==> config.mk <==
export PLATFORM = sky130hd
export DESIGN_NAME = amo_translate_flat
export DESIGN_NICKNAME = d
export VERILOG_FILES = /design/src/hdl/amo_pkg.sv /design/src/hdl/amo_ifs.sv /design/src/hdl/amo_translate.sv /design/src/flat_wrapper.sv
export SDC_FILE = /design/constraint.sdc
export NUM_CORES = 1
export LEC_CHECK = 0
export ABC_AREA = 1
export BUFFER_PORTS_ARGS = -buffer_cell sky130_fd_sc_hd__buf_2
export CAP_MARGIN = 20
export CELL_PAD_IN_SITES_DETAIL_PLACEMENT = 0
export CELL_PAD_IN_SITES_GLOBAL_PLACEMENT = 2
export CORE_UTILIZATION = 23
export DETAILED_ROUTE_END_ITERATION = 12
export MAX_ROUTING_LAYER = met4
export PLACE_DENSITY = 0.83
export SETUP_SLACK_MARGIN = 0.1
export SYNTH_ARGS = -nofsm -noshare
export SYNTH_HDL_FRONTEND = slang
export SYNTH_SLANG_ARGS = --single-unit
==> constraint.sdc <==
create_clock -name clk -period 2 [get_ports clk]
set_clock_uncertainty 0.15 [all_clocks]
set_input_delay 0.1 -clock clk [delete_from_list [all_inputs] [get_ports clk]]
set_output_delay 0.1 -clock clk [all_outputs]
set_load 0.05 [all_outputs]
==> src/hdl/amo_pkg.sv <==
package amo_pkg;

    parameter int XLEN = 32;
    parameter int TAG_W = 6;      // Instruction tag width.
    parameter int REG_W = 5;      // Destination register number width.
    parameter int PAGE_BITS = 12; // Page offset width.

    typedef enum logic [3:0] {
        AMO_LR,
        AMO_SC,
        AMO_SWAP,
        AMO_ADD,
        AMO_AND,
        AMO_OR,
        AMO_XOR,
        AMO_MAX,
        AMO_MIN,
        AMO_MAXU,
        AMO_MINU
    } amo_op_e;

    typedef enum logic [2:0] {
        EXC_NONE,
        EXC_LOAD_MISALIGN,
        EXC_STORE_MISALIGN,
        EXC_LOAD_PAGE_FAULT,
        EXC_STORE_PAGE_FAULT
    } exc_e;

    // Sequencing states of the single-entry queue.
    typedef enum logic [2:0] {
        Q_IDLE,
        Q_CHECK,
        Q_XLATE,
        Q_MEM,
        Q_WB
    } queue_state_e;

endpackage

==> src/hdl/amo_ifs.sv <==
`timescale 1ns/10ps

interface amo_tlb_if;
    logic                     req;
    logic                     ack;
    logic [amo_pkg::XLEN-1:0] vaddr;
    logic [amo_pkg::XLEN-1:0] paddr;
    logic                     fault; // Page number out of range.

    modport requester (output req, output vaddr, input ack, input paddr, input fault);
    modport responder (input req, input vaddr, output ack, output paddr, output fault);
endinterface


==> src/hdl/amo_translate.sv <==
`timescale 1ns/10ps

module amo_translate #(
    parameter int NUM_PAGES = 4,
    parameter int MEM_WORDS = 64
) (
    input logic          clk,
    input logic          rst,
    amo_tlb_if.responder tlb
);
    localparam int PA_W = $clog2(MEM_WORDS) + 2;

    logic [7:0]                                    lfsr;
    logic [1:0]                                    wait_cnt;
    logic [amo_pkg::XLEN-amo_pkg::PAGE_BITS-1:0] vpn;
    logic                                          lfsr_fb;

    assign vpn = tlb.vaddr[amo_pkg::XLEN-1:amo_pkg::PAGE_BITS];
    assign lfsr_fb = lfsr[7] ^ lfsr[5] ^ lfsr[4] ^ lfsr[3];

    always_ff @(posedge clk, posedge rst) begin
        if (rst) begin
            tlb.ack <= 1'b0;
            wait_cnt <= 2'd0;
            lfsr <= 8'ha5;
        end else if (tlb.ack) begin
            if (!tlb.req) begin
                tlb.ack <= 1'b0;
            end
        end else if (tlb.req) begin
            if (wait_cnt == lfsr[1:0]) begin // Delay stays fixed until the answer.
                tlb.ack <= 1'b1;
                wait_cnt <= 2'd0;
                lfsr <= {lfsr[6:0], lfsr_fb};
            end else begin
                wait_cnt <= wait_cnt + 2'd1;
            end
        end
    end

    always_ff @(posedge clk) begin
        if (tlb.req && !tlb.ack && wait_cnt == lfsr[1:0]) begin
            tlb.fault <= vpn >= NUM_PAGES;
            tlb.paddr <= amo_pkg::XLEN'(tlb.vaddr[PA_W-1:0]); // Wraps to the memory size.
        end
    end

    assert property (@(posedge clk) disable iff (rst)
        $rose(tlb.ack) |-> $past(tlb.req));
endmodule

==> src/flat_wrapper.sv <==
// flat-port wrapper written by rule: the top's interface ports become plain ports
module amo_translate_flat 
#(
    parameter int NUM_PAGES = 4,
    parameter int MEM_WORDS = 64
)
  (clk, rst, tlb_req, tlb_vaddr, tlb_ack, tlb_paddr, tlb_fault);
  amo_tlb_if tlb_i ();
  input logic clk;
  input logic rst;
  input wire logic [$bits(tlb_i.req)-1:0] tlb_req;
  input wire logic [$bits(tlb_i.vaddr)-1:0] tlb_vaddr;
  output wire logic [$bits(tlb_i.ack)-1:0] tlb_ack;
  output wire logic [$bits(tlb_i.paddr)-1:0] tlb_paddr;
  output wire logic [$bits(tlb_i.fault)-1:0] tlb_fault;
  assign tlb_i.req = tlb_req;
  assign tlb_i.vaddr = tlb_vaddr;
  assign tlb_ack = tlb_i.ack;
  assign tlb_paddr = tlb_i.paddr;
  assign tlb_fault = tlb_i.fault;
  amo_translate #(.NUM_PAGES(NUM_PAGES), .MEM_WORDS(MEM_WORDS)) u_core (.clk(clk), .rst(rst), .tlb(tlb_i));
endmodule
==> summary by stage <==
Min path
The worst min-delay path category is in -> reg. The worst hold path was traced through 5 stages. The startpoint identified for the worst hold timing path is tlb_vaddr[22].

Timing
Setup violations remaining at the end of the flow were counted as 0. Setup repair after global routing left no endpoint under its margin. The tightest hold path in the finished design has a slack of between 50 and 60 ps. The final hold violation count is 0. The smallest clock period supported by the final layout is computed as about 1700 ps. The number of slew-limit violations in the final report was 0. The final clock period utilization by the worst path is 84.0%. The total negative setup slack is 0 ps. The maximum operating frequency is slightly below 0.6 GHz.

Pwr
Across the VDD grid, the largest voltage drop is just under 0.0003 V. The power density over the cells is 998 nW/µm². The leakage power figure is 0.739 nW.

Clock network
The number of clock buffers added by TritonCTS is 3. Clock-pin slew was measured on the worst setup and hold paths at approximately 70 ps. No sink is reached through more buffers than the 2 on the longest clock path. The cell sitting at the root of the clock tree is a clkbuf_8. The clock latency reported for the late side of the worst-skew pair is around 250 ps. The TritonCTS clock tree is built.

After clock tree synthesis, the setup repair step added 0 buffers. CTS built an H-tree with a depth of 1. The number of sinks on the clock net is 20.

Finish
Counting the fill cells in the layout gives approximately 480. The net count of the finished layout is 210. The number of antenna repair diodes is 0.

Cells with a size suffix above 1 make up between 30% and 40% of the layout. From synthesis to final layout, the design area changed by 30.5%. The top cell types in the final layout, fill and taps aside, are buf_2 (38), nand2_1 (28), conb_1 (24), nor2_1 (12), dlygate4sd3_1 (12).

Leaving out fill and tap cells, the most frequent cell in the layout is buf_2.

Worst setup path
The kind of critical path is in -> reg. The setup check on the worst reg-to-reg path leaves a slack of ~450 ps. Tracing the worst setup path back leads to its startpoint at tlb_vaddr[28]. The logic depth of the worst register-to-register path is 4. Data on the critical path arrives at its endpoint at between 1500 and 2000 ps.

STA classifies the critical path startpoint as an input port. The endpoint class of the critical path is a register. At the worst endpoint, the required time is 1860 ps.

The biggest fanout along the worst timing path is 1. The end of the critical path is u_core.tlb.fault. The endpoint identified for the worst register-to-register timing path is u_core.tlb.paddr[3]. The startpoint identified for the worst register-to-register timing path is u_core.lfsr[0].

Global routing
In the global route stage, met1 resource usage came out at 8.22%. The number of antenna violations at the first check in global routing is 0. In the global route stage, overall resource usage came out at 8.63%. The most congested layer reported by global routing is met2.

The number of global-route vias before repair is just over 800. The total overflow left after global routing is 0. The largest net degree at the start of global routing is 18. The first global-routing pass estimated 3350 µm of wire. For met2 alone, demand over resource in global routing was about 17%. The met3 layer usage reported by global route is 0.844%.

Run status
The flow ran to the end, and the final reports show no timing, DRC or antenna violations.

Logic synthesis
The average instance in the mapped netlist occupies 9.23 µm². The gate count after technology mapping is roughly 120. Of the synthesized area, sequential elements account for 49.3%. The count of state elements after synthesis is 20. The number of warning messages in the yosys log is 0. After synthesis the cells add up to 1120 µm². The distinct cell type count after synthesis is 19.

Floorplan
During I/O placement, the number of pins put on the boundary was slightly below 70. From left edge to right edge, the die measures ~70 µm. The area of the die is 5140 µm². The die outline height is around 72 µm. In this run the standard cell core region covers 4500 µm². The row count is 24.

Once the floorplan was initialized, standard cells occupied 24.8% of the core.

Detailed routing
The average vias per placed instance is ~3.6. Dividing the detail-routed wire length by the instance count gives 8.48 µm. For this block, the via count after detailed routing is 813. The detailed-routing iteration count for the pre-antenna-repair pass is 4. The detailed router finished its first iteration with 38 violations.

For this run, design rule violations remaining after detail routing come to 0. The final layout contains routed wiring with a total length of 1920 µm. The final antenna-violating net count is 0.

Placement
Detailed placement finished with a half-perimeter wire length of 1440 µm. The count of buffers added on input and output ports is 38. Routability-driven placement finished with a final weighted congestion of between 0.6 and 0.7.

Run
The tool flagged a number of max-cap violations equal to 0.
[sequential cells by signal (all words and copies together), names as in the netlist]
| register | count |
|---|---|
| u_core.lfsr | 8 |
| u_core.tlb.paddr | 8 |
| u_core.wait_cnt | 2 |
| u_core.tlb.ack | 1 |
| u_core.tlb.fault | 1 |
[kinds of logic after synthesis]
logic type      synth area share [%]
compound gates                  4.82
buf+inv                         23.0
flops                           49.3
other cells                    0.336
simple gates                    22.6
[layout make-up]
| class | instances | area (µm²) | share of cell area [%] |
|---|---|---|---|
| clock buffers | 3 | 41.3 | 2.83 |
| clock inverters | 1 | 30.0 | 2.06 |
| inverters | 15 | 56.3 | 3.86 |
| multi-input cells | 84 | 397 | 27.2 |
| flip-flops and latches | 20 | 551 | 37.8 |
| well taps | 52 | 65.1 | 4.46 |
| repair buffers | 51 | 318 | 21.8 |
[routing by layer]
layer | vias up | part of all wire, %
met3 | 4 | 3.4
met5 | - | 0
li1 | 430 | -
met4 | 0 | 1.9
met2 | 25 | 55
met1 | 354 | 40
[critical path, stage by stage]
cell and delay [ps]:
dlygate4sd3_1 530, buf_2 120, nor4_1 150, dlygate4sd3_1 580, nand3_1 60
[synth_stat cells]
master | n | area [µm²]
nand2_1 | 28 | 105
buf_4 | 24 | 180
nor2_1 | 12 | 45.0
inv_1 | 11 | 41.3
edfxtp_1 | 9 | 270
dfrtp_1 | 7 | 175
nand2_2 | 5 | 31.3
o21ai_2 | 5 | 43.8
dfstp_2 | 4 | 105
inv_2 | 4 | 15.0
nand3_1 | 2 | 10.0
nand3_2 | 2 | 20.0
o21ai_0 | 2 | 10.0
and3_1 | 1 | 6.26
buf_12 | 1 | 20.0
conb_1 | 1 | 3.75
nand3_4 | 1 | 17.5
nor2_4 | 1 | 11.3
nor4_1 | 1 | 6.26
[power by group]
group,internal (mW),switching (mW)
Clock,0.267,0.126
Sequential,0.501,0.0388
Combinational,0.127,0.396
Total,0.895,0.560
[worst min path at each step]
stage / end
6_report: u_core.tlb.fault
3_3_place_gp: u_core.lfsr[3]
2_1_floorplan: u_core.lfsr[1]
3_5_place_dp: u_core.lfsr[3]
4_1_cts: u_core.tlb.fault
5_1_grt: u_core.tlb.fault
[stage by stage]
step                power (mW)  setup slack (ps)  cell area [µm²]  util, %  cells
CTS                       1.47               310             1460     32.4    226
global placement          1.05               451             1270     28.1    210
detailed placement        1.06               439             1270     28.1    210
global route              1.55               228             1460     32.4    226
floorplan                 1.01               327             1200        -    144
finish                    1.45               321             1460     32.4    226
[what timing repair did]
action	CTS	global route
endpoints found under the hold margin	17	0
hold buffers	12	0
gates resized for setup	0	0
No activity file was read; power rests on OpenSTA's default activity.
