### config.mk
export PLATFORM = sky130hd
export DESIGN_NAME = amo_queue_flat
export DESIGN_NICKNAME = d
export VERILOG_FILES = /design/src/hdl/amo_pkg.sv /design/src/hdl/amo_ifs.sv /design/src/hdl/amo_queue.sv /design/src/flat_wrapper.sv
export SDC_FILE = /design/constraint.sdc
export NUM_CORES = 1
export LEC_CHECK = 0
export ABC_CLOCK_PERIOD_IN_PS = 4300
export BUFFER_PORTS_ARGS = -buffer_cell sky130_fd_sc_hd__buf_2
export CORE_AREA = 2 2 117 119
export DETAILED_ROUTE_END_ITERATION = 7
export DIE_AREA = 0 0 119 121
export PLACE_DENSITY = 0.74
export SKIP_LAST_GASP = 1
export SLEW_MARGIN = 20
export SYNTH_ARGS = -nofsm -noshare
export SYNTH_HDL_FRONTEND = slang
export SYNTH_SLANG_ARGS = --single-unit
export TNS_END_PERCENT = 30
### constraint.sdc
create_clock -name clk -period 4.3 [get_ports clk]
set_clock_uncertainty 0.05 [all_clocks]
set_input_delay 0.86 -clock clk [delete_from_list [all_inputs] [get_ports clk]]
set_output_delay 0.86 -clock clk [all_outputs]
set_load 0.05 [all_outputs]
### src/hdl/amo_pkg.sv
package amo_pkg;

    parameter int XLEN = 32;
    parameter int TAG_W = 6;      // Instruction tag width.
    parameter int REG_W = 5;      // Destination register number width.
    parameter int PAGE_BITS = 12; // Page offset width.

    typedef enum logic [3:0] {
        AMO_LR,
        AMO_SC,
        AMO_SWAP,
        AMO_ADD,
        AMO_AND,
        AMO_OR,
        AMO_XOR,
        AMO_MAX,
        AMO_MIN,
        AMO_MAXU,
        AMO_MINU
    } amo_op_e;

    typedef enum logic [2:0] {
        EXC_NONE,
        EXC_LOAD_MISALIGN,
        EXC_STORE_MISALIGN,
        EXC_LOAD_PAGE_FAULT,
        EXC_STORE_PAGE_FAULT
    } exc_e;

    // Sequencing states of the single-entry queue.
    typedef enum logic [2:0] {
        Q_IDLE,
        Q_CHECK,
        Q_XLATE,
        Q_MEM,
        Q_WB
    } queue_state_e;

endpackage

### src/hdl/amo_ifs.sv
`timescale 1ns/10ps

interface amo_tlb_if;
    logic                     req;
    logic                     ack;
    logic [amo_pkg::XLEN-1:0] vaddr;
    logic [amo_pkg::XLEN-1:0] paddr;
    logic                     fault; // Page number out of range.

    modport requester (output req, output vaddr, input ack, input paddr, input fault);
    modport responder (input req, input vaddr, output ack, output paddr, output fault);
endinterface

interface amo_mem_if;
    logic                     req;
    logic                     ack;
    amo_pkg::amo_op_e         op;
    logic [amo_pkg::XLEN-1:0] paddr;
    logic [amo_pkg::XLEN-1:0] wdata;
    logic [amo_pkg::XLEN-1:0] rdata; // Old word, or SC status.

    modport requester (output req, output op, output paddr, output wdata,
                       input ack, input rdata);
    modport responder (input req, input op, input paddr, input wdata,
                       output ack, output rdata);
endinterface

### src/hdl/amo_queue.sv
`timescale 1ns/10ps

module amo_queue (
    input  logic                      clk,
    input  logic                      rst,
    input  logic                      issue_req,
    output logic                      issue_ack,
    input  amo_pkg::amo_op_e          issue_op,
    input  logic [amo_pkg::XLEN-1:0]  issue_rs1,
    input  logic [amo_pkg::XLEN-1:0]  issue_rs2,
    input  logic [amo_pkg::REG_W-1:0] issue_rd,
    input  logic [amo_pkg::TAG_W-1:0] issue_tag,
    output logic                      flush_req,
    input  logic                      flush_ack,
    amo_tlb_if.requester              tlb,
    amo_mem_if.requester              mem,
    output logic                      wb_req,
    input  logic                      wb_ack,
    output logic [amo_pkg::TAG_W-1:0] wb_tag,
    output logic [amo_pkg::REG_W-1:0] wb_rd,
    output logic [amo_pkg::XLEN-1:0]  wb_data,
    output amo_pkg::exc_e             wb_exc
);
    amo_pkg::queue_state_e     state;
    amo_pkg::amo_op_e          op_q;
    logic [amo_pkg::XLEN-1:0]  rs1_q;
    logic [amo_pkg::XLEN-1:0]  rs2_q;
    logic [amo_pkg::REG_W-1:0] rd_q;
    logic [amo_pkg::TAG_W-1:0] tag_q;
    logic [amo_pkg::XLEN-1:0]  paddr_q;
    logic                      fault_q;
    logic                      tlb_done;
    logic                      flush_done;
    logic                      misalign;
    logic                      is_lr;

    assign misalign = rs1_q[1:0] != 2'b00;
    assign is_lr = op_q == amo_pkg::AMO_LR;

    assign tlb.vaddr = rs1_q;
    assign mem.op = op_q;
    assign mem.paddr = paddr_q;
    assign mem.wdata = rs2_q;
    assign wb_tag = tag_q;
    assign wb_rd = rd_q;

    always_ff @(posedge clk, posedge rst) begin
        if (rst) begin
            state <= amo_pkg::Q_IDLE;
            issue_ack <= 1'b0;
            flush_req <= 1'b0;
            tlb.req <= 1'b0;
            mem.req <= 1'b0;
            wb_req <= 1'b0;
            tlb_done <= 1'b0;
            flush_done <= 1'b0;
        end else begin
            if (issue_ack && !issue_req) begin
                issue_ack <= 1'b0;
            end
            case (state)
                amo_pkg::Q_IDLE: begin
                    if (issue_req && !issue_ack) begin
                        issue_ack <= 1'b1;
                        state <= amo_pkg::Q_CHECK;
                    end
                end
                amo_pkg::Q_CHECK: begin
                    if (misalign) begin
                        wb_req <= 1'b1; // Nothing leaves the unit but the writeback.
                        state <= amo_pkg::Q_WB;
                    end else begin
                        tlb.req <= 1'b1;
                        flush_req <= 1'b1;
                        tlb_done <= 1'b0;
                        flush_done <= 1'b0;
                        state <= amo_pkg::Q_XLATE;
                    end
                end
                amo_pkg::Q_XLATE: begin
                    if (tlb.req && tlb.ack) begin
                        tlb.req <= 1'b0;
                    end else if (!tlb.req && !tlb.ack) begin
                        tlb_done <= 1'b1;
                    end
                    if (flush_req && flush_ack) begin
                        flush_req <= 1'b0;
                    end else if (!flush_req && !flush_ack) begin
                        flush_done <= 1'b1;
                    end
                    if (tlb_done && flush_done) begin
                        if (fault_q) begin
                            wb_req <= 1'b1;
                            state <= amo_pkg::Q_WB;
                        end else begin
                            mem.req <= 1'b1;
                            state <= amo_pkg::Q_MEM;
                        end
                    end
                end
                amo_pkg::Q_MEM: begin
                    if (mem.req && mem.ack) begin
                        mem.req <= 1'b0;
                    end else if (!mem.req && !mem.ack) begin
                        wb_req <= 1'b1;
                        state <= amo_pkg::Q_WB;
                    end
                end
                amo_pkg::Q_WB: begin
                    if (wb_req && wb_ack) begin
                        wb_req <= 1'b0;
                    end else if (!wb_req && !wb_ack) begin
                        state <= amo_pkg::Q_IDLE;
                    end
                end
                default: state <= amo_pkg::Q_IDLE;
            endcase
        end
    end

    always_ff @(posedge clk) begin
        if (state == amo_pkg::Q_IDLE && issue_req && !issue_ack) begin
            op_q <= issue_op;
            rs1_q <= issue_rs1;
            rs2_q <= issue_rs2;
            rd_q <= issue_rd;
            tag_q <= issue_tag;
        end
        if (state == amo_pkg::Q_CHECK && misalign) begin
            wb_data <= '0;
            wb_exc <= is_lr ? amo_pkg::EXC_LOAD_MISALIGN : amo_pkg::EXC_STORE_MISALIGN;
        end
        if (tlb.req && tlb.ack) begin
            paddr_q <= tlb.paddr;
            fault_q <= tlb.fault;
        end
        if (state == amo_pkg::Q_XLATE && tlb_done && flush_done && fault_q) begin
            wb_data <= '0;
            wb_exc <= is_lr ? amo_pkg::EXC_LOAD_PAGE_FAULT : amo_pkg::EXC_STORE_PAGE_FAULT;
        end
        if (mem.req && mem.ack) begin
            wb_data <= mem.rdata;
            wb_exc <= amo_pkg::EXC_NONE;
        end
    end

    // Every requester holds req until the other side has answered.
    assert property (@(posedge clk) disable iff (rst)
        $fell(flush_req) |-> $past(flush_ack));
    assert property (@(posedge clk) disable iff (rst)
        $fell(tlb.req) |-> $past(tlb.ack));
    assert property (@(posedge clk) disable iff (rst)
        $fell(mem.req) |-> $past(mem.ack));
    assert property (@(posedge clk) disable iff (rst)
        $fell(wb_req) |-> $past(wb_ack));

    // The store path must be drained before the memory sees the atomic.
    assert property (@(posedge clk) disable iff (rst)
        mem.req |-> !flush_req && !flush_ack);
endmodule

### src/flat_wrapper.sv
// flat-port wrapper written by rule: the top's interface ports become plain ports
module amo_queue_flat 
  (clk, rst, issue_req, issue_ack, issue_op, issue_rs1, issue_rs2, issue_rd, issue_tag, flush_req, flush_ack, wb_req, wb_ack, wb_tag, wb_rd, wb_data, wb_exc, tlb_req, tlb_vaddr, tlb_ack, tlb_paddr, tlb_fault, mem_req, mem_op, mem_paddr, mem_wdata, mem_ack, mem_rdata);
  amo_tlb_if tlb_i ();
  amo_mem_if mem_i ();
  input  logic clk;
  input  logic rst;
  input  logic issue_req;
  output logic issue_ack;
  input  amo_pkg::amo_op_e issue_op;
  input  logic [amo_pkg::XLEN-1:0] issue_rs1;
  input  logic [amo_pkg::XLEN-1:0] issue_rs2;
  input  logic [amo_pkg::REG_W-1:0] issue_rd;
  input  logic [amo_pkg::TAG_W-1:0] issue_tag;
  output logic flush_req;
  input  logic flush_ack;
  output logic wb_req;
  input  logic wb_ack;
  output logic [amo_pkg::TAG_W-1:0] wb_tag;
  output logic [amo_pkg::REG_W-1:0] wb_rd;
  output logic [amo_pkg::XLEN-1:0] wb_data;
  output amo_pkg::exc_e wb_exc;
  output wire logic [$bits(tlb_i.req)-1:0] tlb_req;
  output wire logic [$bits(tlb_i.vaddr)-1:0] tlb_vaddr;
  input wire logic [$bits(tlb_i.ack)-1:0] tlb_ack;
  input wire logic [$bits(tlb_i.paddr)-1:0] tlb_paddr;
  input wire logic [$bits(tlb_i.fault)-1:0] tlb_fault;
  output wire logic [$bits(mem_i.req)-1:0] mem_req;
  output wire logic [$bits(mem_i.op)-1:0] mem_op;
  output wire logic [$bits(mem_i.paddr)-1:0] mem_paddr;
  output wire logic [$bits(mem_i.wdata)-1:0] mem_wdata;
  input wire logic [$bits(mem_i.ack)-1:0] mem_ack;
  input wire logic [$bits(mem_i.rdata)-1:0] mem_rdata;
  assign tlb_req = tlb_i.req;
  assign tlb_vaddr = tlb_i.vaddr;
  assign tlb_i.ack = tlb_ack;
  assign tlb_i.paddr = tlb_paddr;
  assign tlb_i.fault = tlb_fault;
  assign mem_req = mem_i.req;
  assign mem_op = mem_i.op;
  assign mem_paddr = mem_i.paddr;
  assign mem_wdata = mem_i.wdata;
  assign mem_i.ack = mem_ack;
  assign mem_i.rdata = mem_rdata;
  amo_queue u_core (.clk(clk), .rst(rst), .issue_req(issue_req), .issue_ack(issue_ack), .issue_op(issue_op), .issue_rs1(issue_rs1), .issue_rs2(issue_rs2), .issue_rd(issue_rd), .issue_tag(issue_tag), .flush_req(flush_req), .flush_ack(flush_ack), .tlb(tlb_i), .mem(mem_i), .wb_req(wb_req), .wb_ack(wb_ack), .wb_tag(wb_tag), .wb_rd(wb_rd), .wb_data(wb_data), .wb_exc(wb_exc));
endmodule
==> summary by stage <==
Run status
The flow ran to the end, and the final reports show no timing, DRC or antenna violations.

Global routing
For this run the aggregate overflow at the end of global routing stands at 0. In the global route stage, overall resource usage came out at 16.2%. The first global-routing pass estimated 17.2 mm of wire. The largest net degree at the start of global routing is 80. The number of global-route vias before repair is 3,486. The initial antenna violation count is 1.

Pwr
The overall power consumption is 5350 uW. Summed over all cells, the static leakage comes to 0.00334 uW. The worst voltage drop across the vdd grid is 397 uV.

Power spread over the standard cell area amounts to 707 nW/um^2.

Setup path
Data arrives at the worst endpoint at 1690 ps. The required time of the critical path is 3390 ps. The number of cells traversed by the worst register-to-register path is 2.

The family of cells with the greatest summed delay on the critical path is flip-flops. The startpoint-to-endpoint class of the critical path is reg2out. The capturing element type of the critical path is an output port. The cell at the slowest stage of the critical path is sky130_fd_sc_hd__dfrtp_1.

The worst path buffer plus inverter count is 1. The launching element type of the critical path is a register. The source of the critical timing path is u_core.mem.req.

The maximum fanout along the worst path is 37. The largest single stage delay on the critical path is 880 ps. Traced cell by cell, the critical path runs through buf_2.

The launching point of the worst reg2reg path is u_core.mem.req. The endpoint of the lowest-slack register-to-register path is u_core.wb_data[14]. Setup slack on the worst reg-to-reg path comes out at 2000 ps.

Routing
The detailed-router iteration count before antenna repair is 4. The count of vias placed by the detailed router is 3,444. The routed design has 12.0 mm of wire. The detail-routed via count per cell is 4.53. The remaining routing DRC violations is 0.

The count of routing violations after the opening detailed-route iteration is 176. The detail route stage leaves a number of antenna-violating nets equal to 0. The per-cell routed wire length is 15.7 um.

Yosys
The instance count of the mapped netlist is 258. Counting flops with a built-in enable in the synthesized netlist gives 144. After synthesis, the largest area contributor takes up 82.5% of total cell area.

The unique cell type count in the Yosys netlist is 34. Counting flops with an async set or reset pin after synthesis yields a share of 6.37%. In this run, synthesis produced a sequential element count of 157. The mean instance size in the synthesized netlist is 20.3 um^2.

For this run, the leading register cell type out of synthesis is sky130_fd_sc_hd__edfxtp_1. For this run, the number of Yosys warnings is 0. Ranked by total cell area, the synthesized netlist is headed by sky130_fd_sc_hd__edfxtp_1 (82%), sky130_fd_sc_hd__dfrtp_1 (4.8%), sky130_fd_sc_hd__and3_1 (3.8%). The cell area after synthesis is 5240 um^2. The most area-hungry cell type in the Yosys netlist is sky130_fd_sc_hd__edfxtp_1. The fraction of the yosys area taken by sequential cells is 88.4%.

The number of nets in the synthesized netlist is 410.

Worst hold path
The class of the tightest hold or removal check is in2async.

STA
The worst-margin pin slew is 830 ps. Setup repair after global routing left no endpoint under its margin. The max-slew violation count is 0. The setup TNS is 0 ps. Across all hold checks on the routed design, the worst slack comes to 384 ps.

After layout, the worst path uses 60.6% of the clock period. The final critical delay including setup and external delays is 2600 ps. The total setup violations reported at the end of the flow is 0. The hold violation total from the final report came to 0. The tightest slew margin relative to the limit is 44.6%. The highest achievable clock rate is 384 MHz.

Placement
The congestion estimate from routability-driven global placement came to 0.778. The number of placed instances, taps included, is 727. The cell area after placement is 6940 um^2. Summed over all nets, the half-perimeter wirelength after detailed placement is 8.95 mm. The number of buffer cells added on primary ports is 301.

Finish
The design area is 7560 um^2. In the layout the commonest cells are sky130_fd_sc_hd__buf_2 (301), sky130_fd_sc_hd__edfxtp_1 (144), sky130_fd_sc_hd__and3_1 (32). The post-route netlist has 57.5% of its cells at a drive strength greater than 1. Compared with the post-synthesis result, the final layout area differs by 44.3%. The leading cell type in the layout, fill and taps excluded is sky130_fd_sc_hd__buf_2. For this run, the post-layout net count is 723. The number of antenna diodes in the final layout is 0. For this run, the number of standard cells in the final layout without fillers is 760.

Die
The area enclosed by the die boundary is 14,400 um^2. The initial core utilization is 40.1%. In this run the horizontal extent of the chip is 119 um. The initialized floorplan defines 42 standard-cell rows. The placeable core area is 13,100 um^2. The die height is 121 um. The number of ports placed on the die boundary is 302.

Clock network
The H-tree generated during clock tree synthesis spans 4 levels. The tree built by TritonCTS fans out to 157 sinks. In this run, post-CTS repair resized a total of 0 instances. The buffers inserted during post-CTS setup optimization is 0. The TritonCTS clock tree is yes. The maximum buffer depth of the clock tree is 2. The number of buffers inserted by hold repair at cts is 0.

CTS placed an instance of sky130_fd_sc_hd__clkbuf_16 at the clock tree root. The latest clock arrival within the worst-skew pair is 410 ps. The clock-pin transition on the worst setup and hold timing paths is 60 ps. The number of buffers created by CTS is 17.

Job
The max capacitance violation total is 0.
[worst reg2reg max path, delay by kind of cell, from the launching register on]
| family | cells | cell delay (ps) |
|---|---|---|
| and+or+nand+nor | 2 | 980 |
| DFF | 1 | 880 |
[metal layers]
metal,vias to the layer above,routed length (um),GRT usage (%)
li1,1632,-,-
met1,1604,4180,16.5
met4,2,209,7.37
met5,-,13,0
met2,188,6370,28.6
met3,18,1190,7.42
[cell families (layout without fill, tap and decap cells)]
family,after synthesis,after routing,synth area share [%]
flip-flops,157,157,88.4
AND/OR/NAND/NOR,68,68,7.44
multiplexers,3,3,0.573
AO/OA/AOI/OAI,17,17,2.34
buffers and inverters,12,338,1.03
adder cells (fa/ha/maj),1,1,0.239
[area by class of cell]
cell class                      instances  area, um^2
Clock buffer                           18         429
Clock inverter                         14         166
Fill cell                            1045        5520
Inverter                                3        11.3
Multi-Input combinational cell         89         562
Sequential cell                       157        4630
Tap cell                              176         220
Timing Repair Buffer                  303        1540
[report_power, final]
group          leakage [uW]  internal, uW  total (uW)  switching, uW
Combinational       0.00154           331        1650           1320
Sequential          0.00151          2070        2200            126
Clock              0.000286           913        1490            581
Total               0.00334          3320        5350           2030
[sequential cells by signal, summed over array words and instances, names as in the netlist, 3 cells and up]
signal            cells
u_core.wb_data       32
u_core.mem.paddr     32
u_core.state          3
u_core.wb_exc         3
u_core.mem.wdata     32
u_core.tlb.vaddr     32
u_core.wb_tag         6
u_core.wb_rd          5
u_core.mem.op         4
[worst max path at each step]
| stage | slack, ps | cells after the start | endpoint |
|---|---|---|---|
| final | 1700 | 1 | mem_req |
| after global routing | 1550 | 1 | mem_req |
| after CTS | 1670 | 1 | mem_req |
| after detailed placement | 1700 | 3 | u_core.wb_data[14] |
| after global placement | 1410 | 3 | u_core.wb_data[18] |
| after floorplan | 1040 | 1 | u_core.mem.op[0] |
[cells in the mapped netlist, types with 2 or more instances]
cell type                   instances
sky130_fd_sc_hd__edfxtp_1         144
sky130_fd_sc_hd__and3_1            32
sky130_fd_sc_hd__nand2_1           11
sky130_fd_sc_hd__dfrtp_1           10
sky130_fd_sc_hd__nor2_1             8
sky130_fd_sc_hd__clkbuf_1           7
sky130_fd_sc_hd__a21oi_1            5
sky130_fd_sc_hd__dfxtp_1            3
sky130_fd_sc_hd__inv_1              3
sky130_fd_sc_hd__mux2i_1            3
sky130_fd_sc_hd__nor3b_1            3
sky130_fd_sc_hd__a21o_1             2
sky130_fd_sc_hd__and3b_1            2
sky130_fd_sc_hd__nand2b_1           2
sky130_fd_sc_hd__nor3_1             2
sky130_fd_sc_hd__o2bb2ai_1          2
sky130_fd_sc_hd__o32ai_1            2
[through the flow]
step           setup slack, ps  util (%)
2_1_floorplan             1040         -
3_3_place_gp              1410      53.0
3_5_place_dp              1700      53.1
4_1_cts                   1670      57.6
5_1_grt                   1550      57.8
6_report                  1700      57.8
(Power assumes the default switching activity.)
